**src/hw/sdram_pkg.sv**
```systemverilog
package sdram_pkg;

    // ********************
    // widths and types
    // ********************
    localparam int DATA_WIDTH     = 32;
    localparam int NUM_BYTES      = DATA_WIDTH / 8;
    localparam int ROW_WIDTH      = 11;
    localparam int COL_WIDTH      = 8;
    localparam int BANK_BITS      = 2;
    localparam int CPU_ADDR_WIDTH = BANK_BITS + ROW_WIDTH + COL_WIDTH;

    localparam int AUTO_PRECHARGE_BIT = 10; // A10 selects auto-precharge and precharge-all.

    typedef logic [DATA_WIDTH-1:0]     data_t;
    typedef logic [NUM_BYTES-1:0]      mask_t;       // active low byte write enables.
    typedef logic [CPU_ADDR_WIDTH-1:0] cpu_addr_t;   // {bank, row, column}.
    typedef logic [ROW_WIDTH-1:0]      sdram_addr_t;
    typedef logic [BANK_BITS-1:0]      bank_t;

    // ********************
    // timing
    // ********************
    localparam int MODE_REGISTER_VALUE   = 'h20; // burst length 1, CAS latency 2.
    localparam int CAS_LATENCY           = 2;
    localparam int BANK_ACTIVATE_LATENCY = 2;
    localparam int PRECHARGE_LATENCY     = 2;
    localparam int AUTOREFRESH_LATENCY   = 3;
    localparam int REFRESH_PERIOD        = 256;
    localparam int WAIT_BITS             = 3;

    typedef logic [WAIT_BITS-1:0] wait_t;

    // All four command pins are active low.
    typedef struct packed {
        logic ncs;
        logic ras;
        logic cas;
        logic nwe;
    } sdram_cmd_t;

    // The NOP deselects the chip, which the SDRAM treats the same as a NOP.
    localparam sdram_cmd_t CMD_NOP       = '{ncs: 1'b1, ras: 1'b1, cas: 1'b1, nwe: 1'b1};
    localparam sdram_cmd_t CMD_ACTIVE    = '{ncs: 1'b0, ras: 1'b0, cas: 1'b1, nwe: 1'b1};
    localparam sdram_cmd_t CMD_READ      = '{ncs: 1'b0, ras: 1'b1, cas: 1'b0, nwe: 1'b1};
    localparam sdram_cmd_t CMD_WRITE     = '{ncs: 1'b0, ras: 1'b1, cas: 1'b0, nwe: 1'b0};
    localparam sdram_cmd_t CMD_REFRESH   = '{ncs: 1'b0, ras: 1'b0, cas: 1'b0, nwe: 1'b1};
    localparam sdram_cmd_t CMD_PRECHARGE = '{ncs: 1'b0, ras: 1'b0, cas: 1'b1, nwe: 1'b0};
    localparam sdram_cmd_t CMD_LOAD_MODE = '{ncs: 1'b0, ras: 1'b0, cas: 1'b0, nwe: 1'b0};

    typedef enum logic [1:0] {
        ADDR_ROW,
        ADDR_COL,
        ADDR_MODE,
        ADDR_PRECHARGE_ALL
    } addr_sel_e;

    typedef enum logic [2:0] {
        ST_INIT,
        ST_IDLE,
        ST_WAIT,
        ST_COL,
        ST_READ
    } ctrl_state_e;

endpackage

```
**src/hw/sdram_cmd_fsm.sv**
```systemverilog
`timescale 1ns/1ns

module sdram_cmd_fsm (
    input  logic                  clk,
    input  logic                  nreset,
    input  logic                  cpu_req,
    input  sdram_pkg::mask_t      cpu_nwr,
    input  logic                  wait_done,
    input  logic                  refresh_due,
    output logic                  wait_load,
    output sdram_pkg::wait_t      wait_count,
    output logic                  refresh_done,
    output sdram_pkg::addr_sel_e  addr_sel,
    output sdram_pkg::sdram_cmd_t cmd,
    output logic                  capture,
    output logic                  cpu_ack
);
    import sdram_pkg::*;

    ctrl_state_e state;
    ctrl_state_e next_state;
    logic [1:0]  init_cnt;
    sdram_cmd_t  init_cmd;
    wait_t       init_wait;
    logic        is_read;
    logic        req;

    assign is_read = &cpu_nwr;          // no byte enabled means a read.
    assign req     = cpu_req & ~cpu_ack; // an acked request is not served again.

    // Init runs precharge-all, refresh, refresh, then load-mode.
    always_comb begin
        case (init_cnt)
            2'd3: begin
                init_cmd  = CMD_PRECHARGE;
                init_wait = wait_t'(PRECHARGE_LATENCY - 1);
            end
            2'd0: begin
                init_cmd  = CMD_LOAD_MODE;
                init_wait = wait_t'(AUTOREFRESH_LATENCY - 1);
            end
            default: begin
                init_cmd  = CMD_REFRESH;
                init_wait = wait_t'(AUTOREFRESH_LATENCY - 1);
            end
        endcase
    end

    // ********************
    // wait, address and capture control
    // ********************
    always_comb begin
        wait_load    = 1'b0;
        wait_count   = '0;
        refresh_done = 1'b0;
        addr_sel     = ADDR_ROW;
        capture      = 1'b0;
        case (state)
            ST_INIT: begin
                wait_load  = 1'b1;
                wait_count = init_wait;
                addr_sel   = (init_cnt == 2'd0) ? ADDR_MODE : ADDR_PRECHARGE_ALL;
            end
            ST_IDLE: begin
                if (refresh_due) begin
                    wait_load    = 1'b1;
                    wait_count   = wait_t'(AUTOREFRESH_LATENCY - 1);
                    refresh_done = 1'b1;
                end else if (req) begin
                    wait_load  = 1'b1;
                    wait_count = wait_t'(BANK_ACTIVATE_LATENCY - 1);
                end
            end
            ST_COL: begin
                wait_load  = 1'b1;
                wait_count = is_read ? wait_t'(CAS_LATENCY - 1) : wait_t'(PRECHARGE_LATENCY - 1);
                addr_sel   = ADDR_COL;
            end
            ST_READ: begin
                // the column command already started the precharge.
                wait_load  = 1'b1;
                wait_count = wait_t'(PRECHARGE_LATENCY - 1);
                capture    = 1'b1;
            end
            default: ;
        endcase
    end

    // ********************
    // state and command
    // ********************
    always_ff @(posedge clk) begin
        if (!nreset) begin
            state      <= ST_INIT;
            next_state <= ST_IDLE;
            init_cnt   <= 2'd3;
            cmd        <= CMD_NOP;
            cpu_ack    <= 1'b0;
        end else begin
            cmd <= CMD_NOP; // one cycle per command.
            case (state)
                ST_INIT: begin
                    cmd        <= init_cmd;
                    state      <= ST_WAIT;
                    next_state <= (init_cnt == 2'd0) ? ST_IDLE : ST_INIT;
                    init_cnt   <= init_cnt - 1'b1;
                end
                ST_IDLE: begin
                    if (!cpu_req)
                        cpu_ack <= 1'b0;
                    if (refresh_due) begin // refresh wins over a waiting request.
                        cmd        <= CMD_REFRESH;
                        state      <= ST_WAIT;
                        next_state <= ST_IDLE;
                    end else if (req) begin
                        cmd        <= CMD_ACTIVE;
                        state      <= ST_WAIT;
                        next_state <= ST_COL;
                    end
                end
                ST_WAIT: begin
                    if (wait_done)
                        state <= next_state;
                end
                ST_COL: begin
                    cmd        <= is_read ? CMD_READ : CMD_WRITE;
                    state      <= ST_WAIT;
                    next_state <= is_read ? ST_READ : ST_IDLE;
                    if (!is_read)
                        cpu_ack <= 1'b1; // write data goes out with the command.
                end
                ST_READ: begin
                    cpu_ack    <= 1'b1;
                    state      <= ST_WAIT;
                    next_state <= ST_IDLE;
                end
                default: state <= ST_IDLE;
            endcase
        end
    end

endmodule

```
**src/hw/sdram_ctrl_top.sv**
```systemverilog
`timescale 1ns/1ns

module sdram_ctrl_top (
    input  logic                   clk,
    input  logic                   nreset,
    input  sdram_pkg::cpu_addr_t   cpu_address,
    input  sdram_pkg::data_t       cpu_data_in,
    input  sdram_pkg::mask_t       cpu_nwr,
    input  logic                   cpu_req,
    output logic                   cpu_ack,
    output sdram_pkg::data_t       cpu_data_out,
    output logic                   sdram_clk,
    output sdram_pkg::sdram_cmd_t  sdram_cmd,
    output sdram_pkg::sdram_addr_t sdram_address,
    output sdram_pkg::bank_t       sdram_ba,
    output sdram_pkg::mask_t       sdram_dqm,
    output sdram_pkg::data_t       sdram_data_out,
    input  sdram_pkg::data_t       sdram_data_in
);
    import sdram_pkg::*;

    logic      wait_load;
    wait_t     wait_count;
    logic      wait_done;
    logic      refresh_due;
    logic      refresh_done;
    addr_sel_e addr_sel;
    logic      capture;

    // the SDRAM samples on the middle of the controller cycle.
    assign sdram_clk = ~clk;

    sdram_timer u_timer (
        .clk          (clk),
        .nreset       (nreset),
        .wait_load    (wait_load),
        .wait_count   (wait_count),
        .refresh_done (refresh_done),
        .wait_done    (wait_done),
        .refresh_due  (refresh_due)
    );

    sdram_cmd_fsm u_fsm (
        .clk          (clk),
        .nreset       (nreset),
        .cpu_req      (cpu_req),
        .cpu_nwr      (cpu_nwr),
        .wait_done    (wait_done),
        .refresh_due  (refresh_due),
        .wait_load    (wait_load),
        .wait_count   (wait_count),
        .refresh_done (refresh_done),
        .addr_sel     (addr_sel),
        .cmd          (sdram_cmd),
        .capture      (capture),
        .cpu_ack      (cpu_ack)
    );

    sdram_datapath u_datapath (
        .clk            (clk),
        .cpu_address    (cpu_address),
        .cpu_data_in    (cpu_data_in),
        .cpu_nwr        (cpu_nwr),
        .addr_sel       (addr_sel),
        .capture        (capture),
        .sdram_data_in  (sdram_data_in),
        .sdram_address  (sdram_address),
        .sdram_ba       (sdram_ba),
        .sdram_dqm      (sdram_dqm),
        .sdram_data_out (sdram_data_out),
        .cpu_data_out   (cpu_data_out)
    );

endmodule

```
**src/hw/sdram_datapath.sv**
```systemverilog
`timescale 1ns/1ns

module sdram_datapath (
    input  logic                 clk,
    input  sdram_pkg::cpu_addr_t cpu_address,
    input  sdram_pkg::data_t     cpu_data_in,
    input  sdram_pkg::mask_t     cpu_nwr,
    input  sdram_pkg::addr_sel_e addr_sel,
    input  logic                 capture,
    input  sdram_pkg::data_t     sdram_data_in,
    output sdram_pkg::sdram_addr_t sdram_address,
    output sdram_pkg::bank_t     sdram_ba,
    output sdram_pkg::mask_t     sdram_dqm,
    output sdram_pkg::data_t     sdram_data_out,
    output sdram_pkg::data_t     cpu_data_out
);
    import sdram_pkg::*;

    bank_t                bank;
    logic [ROW_WIDTH-1:0] row;
    logic [COL_WIDTH-1:0] col;
    sdram_addr_t          addr_next;

    assign bank = cpu_address[CPU_ADDR_WIDTH-1 -: BANK_BITS];
    assign row  = cpu_address[COL_WIDTH +: ROW_WIDTH];
    assign col  = cpu_address[COL_WIDTH-1:0];

    // ********************
    // address mux
    // ********************
    always_comb begin
        case (addr_sel)
            ADDR_COL: begin
                addr_next = sdram_addr_t'(col);
                addr_next[AUTO_PRECHARGE_BIT] = 1'b1; // auto-precharge after the access.
            end
            ADDR_MODE:
                addr_next = sdram_addr_t'(MODE_REGISTER_VALUE);
            ADDR_PRECHARGE_ALL: begin
                addr_next = '0;
                addr_next[AUTO_PRECHARGE_BIT] = 1'b1;
            end
            default:
                addr_next = row;
        endcase
    end

    // Registered in step with the command from the state machine.
    always_ff @(posedge clk) begin
        sdram_address <= addr_next;
        sdram_ba      <= bank;
    end

    assign sdram_data_out = cpu_data_in;
    assign sdram_dqm      = cpu_nwr; // masks the disabled bytes of a write.

    always_ff @(posedge clk) begin
        if (capture)
            cpu_data_out <= sdram_data_in;
    end

endmodule

```
**src/hw/sdram_timer.sv**
```systemverilog
`timescale 1ns/1ns

module sdram_timer (
    input  logic             clk,
    input  logic             nreset,
    input  logic             wait_load,
    input  sdram_pkg::wait_t wait_count,
    input  logic             refresh_done,
    output logic             wait_done,
    output logic             refresh_due
);
    import sdram_pkg::*;

    logic [$clog2(REFRESH_PERIOD)-1:0] refresh_cnt;
    wait_t wait_cnt;
    logic  wait_busy;

    // ********************
    // refresh interval
    // ********************
    always_ff @(posedge clk) begin
        if (!nreset) begin
            refresh_cnt <= '0;
            refresh_due <= 1'b0;
        end else begin
            refresh_cnt <= refresh_cnt + 1'b1; // wraps every REFRESH_PERIOD cycles.
            if (refresh_cnt == REFRESH_PERIOD - 1)
                refresh_due <= 1'b1;
            else if (refresh_done)
                refresh_due <= 1'b0;
        end
    end

    // ********************
    // command wait
    // ********************
    always_ff @(posedge clk) begin
        if (!nreset) begin
            wait_cnt  <= '0;
            wait_busy <= 1'b0;
        end else if (wait_load) begin
            wait_cnt  <= wait_count;
            wait_busy <= 1'b1;
        end else if (wait_busy) begin
            if (wait_cnt == '0)
                wait_busy <= 1'b0;
            else
                wait_cnt <= wait_cnt - 1'b1;
        end
    end

    assign wait_done = wait_busy && (wait_cnt == '0); // last cycle of the wait.

endmodule

```
**config.mk**
```make
export PLATFORM = sky130hd
export DESIGN_NAME = sdram_ctrl_top
export DESIGN_NICKNAME = d
export VERILOG_FILES = /design/src/hw/sdram_pkg.sv /design/src/hw/sdram_cmd_fsm.sv /design/src/hw/sdram_ctrl_top.sv /design/src/hw/sdram_datapath.sv /design/src/hw/sdram_timer.sv
export SDC_FILE = /design/constraint.sdc
export NUM_CORES = 1
export LEC_CHECK = 0
export ABC_CLOCK_PERIOD_IN_PS = 10850
export BUFFER_PORTS_ARGS = -buffer_cell sky130_fd_sc_hd__buf_2
export CORE_UTILIZATION = 46
export DETAILED_ROUTE_END_ITERATION = 10
export MAX_ROUTING_LAYER = met4
export PLACE_DENSITY = 0.92
export RECOVER_POWER = 25
export SLEW_MARGIN = 15
export SYNTH_ARGS = -nofsm -noshare
export SYNTH_HDL_FRONTEND = slang
export SYNTH_SLANG_ARGS = --single-unit
```
**constraint.sdc**
```tcl
create_clock -name clk -period 10.85 [get_ports clk]
set_input_delay 3.255 -clock clk [delete_from_list [all_inputs] [get_ports clk]]
set_output_delay 3.255 -clock clk [all_outputs]
set_load 0.03 [all_outputs]
```
==> impl_metrics.env <==
export IMPL_cts_resized_gates=0
export IMPL_grt_max_degree=35
export IMPL_postLayoutCoreUtil=0.5828
export IMPL_antenna_cells=0
export IMPL_place_congestion=0.8381
export IMPL_postCtsSetupBuffers=0
export IMPL_hpwl_um=4562
export IMPL_synthesis_area_sq_um=2918
export IMPL_worst_path_max_delay_cell="buf_2"
export IMPL_violations="capacitance limit, slew limit"
export IMPL_cts_buffer_depth=2
export IMPL_synth_top_area_frac=0.3293
export IMPL_critical_path_class="clock port to output pin"
export IMPL_slew_headroom=-0.2099
export IMPL_core_area_sq_um=6026
export IMPL_die_w_um=81.65
export IMPL_syn_num_nets=341
export IMPL_irDropWorstVdd_mv=0.1857
export IMPL_drive_above_1_share=0.4012
export IMPL_worstPathMaxFanout=10
export IMPL_status="finished with violations"
export IMPL_path_buf_inv=4
export IMPL_tns_ps=0
export IMPL_yosysTopAreaCell="edfxtp_1"
export IMPL_antenna_found_initial=0
export IMPL_path_depth=4
export IMPL_root_buffer="clkbuf_8"
export IMPL_ff2ff_path_depth=4
export IMPL_first_global_vias=2041
export IMPL_drc_errors=0
export IMPL_design_die_area_sq_um=6666
export IMPL_wire_per_inst_um=16.96
export IMPL_path_common_cell="clkbuf_8"
export IMPL_postSynthAreaPerCell_sq_um=11.96
export IMPL_setup_viol=0
export IMPL_cpPeakStageDelay_ps=180
export IMPL_tightest_slew_ps=1815
export IMPL_cts_tree="yes"
export IMPL_synth_most_common_cell="dfxtp_1"
export IMPL_slew_violations=35
export IMPL_rsz0062_at_grt="false"
export IMPL_ys_warn_count=0
export IMPL_synth_edf_count=32
export IMPL_grt_pass1_wl_um=9860
export IMPL_via_count=2167
export IMPL_first_pass_iters=4
export IMPL_yosys_cell_types_count=50
export IMPL_power_density_nw_per_um2=199.4
export IMPL_synth_seq_cells=71
export IMPL_die_h_um=81.65
export IMPL_cp_start_kind="clock port"
export IMPL_cts_hold_buf=0
export IMPL_grt_overflow=0
export IMPL_start_util=0.4842
export IMPL_netlist_top_cells_count="39 x dfxtp_1, 36 x buf_4, 32 x edfxtp_1"
export IMPL_port_buffers=114
export IMPL_clk_latency_ps=330
export IMPL_clk_pin_slew_ps=70
export IMPL_path_delay_family="buffers and inverters"
export IMPL_critPathCaptureType="output pin"
export IMPL_synthFlopType="dfxtp_1"
export IMPL_detail_route_iter0_violations=161
export IMPL_ys_seq_area_frac=0.5969
export IMPL_worstPathRequired_ps=7600
export IMPL_cts_htree_levels=3
export IMPL_ant_nets=0
export IMPL_fp_row_count=28
export IMPL_tritoncts_num_buffers=9
export IMPL_grtUsageTotal=0.2092
export IMPL_nFillCells=458
export IMPL_viasPerCell=5.364
export IMPL_synth_async_reset_ratio=0
export IMPL_io_pins=179
export IMPL_area_delta_synth_final_pct=20.37
export IMPL_syn_inst=244
export IMPL_hold_path_class="register to register"
export IMPL_hold_violations=0
export IMPL_crit_chain="clkbuf_8 > clkbuf_8 > inv_1 > buf_2"
export IMPL_nNetsFinal=421
export IMPL_arrival_ps=5980
export IMPL_finalWirelength_um=6850
export IMPL_power_leakage_uw=0.001514
export IMPL_min_path_cells=1
export IMPL_ys_top_cells_by_area="edfxtp_1 33%, dfxtp_1 27%, buf_4 9.3%"
export IMPL_r2r_slack_ps=7890
export IMPL_drv_cap=1
export IMPL_skew_ps=11.61
==> area by class of cell <==
class	instances	area (sq um)	share of cell area
inverters	8	30.03	0.008550
clock buffers	12	167.7	0.04774
well taps	75	93.84	0.02672
flip-flops and latches	71	1742	0.4959
multi-input cells	118	820.8	0.2337
repair buffers	114	568.0	0.1617
clock inverters	6	90.09	0.02565
==> cell usage in the layout (no fill, tap or decap), drive strengths merged, types with 4 or more instances in the layout <==
cell,count
a21oi,5
a22o,14
buf,113
clkbuf,13
clkinv,4
dfxtp,39
edfxtp,32
ha,5
inv,8
nand2,12
nand3,5
nor2,8
nor2b,5
o21a,4
o21ai,8
==> metal layers <==
| layer | share of wire | up-vias | global-route usage | wire length [um] |
|---|---|---|---|---|
| met5 | 0 | - | - | 0 |
| met4 | 0.041 | 0 | 0.1316 | 284 |
| met3 | 0.097 | 43 | 0.05556 | 665 |
| met2 | 0.51 | 131 | 0.3583 | 3461 |
| met1 | 0.36 | 989 | 0.2116 | 2438 |
| li1 | - | 1004 | - | - |
==> where the power goes <==
group / total, uW / internal, uW / switching (uW)
clock network: 265 / 154 / 111
logic: 122 / 50.5 / 71.0
registers: 314 / 299 / 15.4
total: 700 / 503 / 197
==> cell families (layout without fill, tap and decap cells) <==
logic type               count (synthesis)  after routing  share of synthesized area
buffers and inverters                   55            140                     0.1218
AND/OR/NAND/NOR                         53             53                    0.09949
flip-flops                              71             71                     0.5969
AO/OA/AOI/OAI                           51             51                     0.1321
adder cells (fa/ha/maj)                  5              5                    0.02144
XOR/XNOR                                 6              6                    0.01801
multiplexers                             3              3                    0.01029
==> registers in the layout, summed over array words and instances, names as in the netlist <==
name and flops:
u_timer.wait_busy 1, u_timer.wait_cnt 3, u_datapath.sdram_ba 2, u_timer.refresh_cnt 8, u_fsm.state 3, u_fsm.cpu_ack 1
u_timer.refresh_due 1, u_fsm.init_cnt 2, u_datapath.cpu_data_out 32, u_fsm.next_state 3, u_fsm.cmd 4, u_datapath.sdram_address 11
==> through the flow <==
stage          setup slack [ps]  hold WS, ps  total power, uW  std cells  cell area (sq um)
2_1_floorplan              1985        417.5            434.8        244               2918
3_3_place_gp               1969        432.8            445.0        388               3273
3_5_place_dp               1969        439.9            451.0        388               3273
4_1_cts                    1603        456.4            702.1        404               3522
5_1_grt                    1571        470.6            727.6        404               3512
6_report                   1616        455.9            700.4        404               3512
==> final timing paths <==
check	start	to
worst min-delay path	u_timer.refresh_cnt[0]	u_timer.refresh_cnt[0]
worst min register to register	u_timer.refresh_cnt[0]	u_timer.refresh_cnt[0]
worst max-delay path	clk	sdram_clk
worst max register to register	u_fsm.state[2]	u_fsm.cpu_ack
Note: power is estimated with default switching activity, not from simulation.
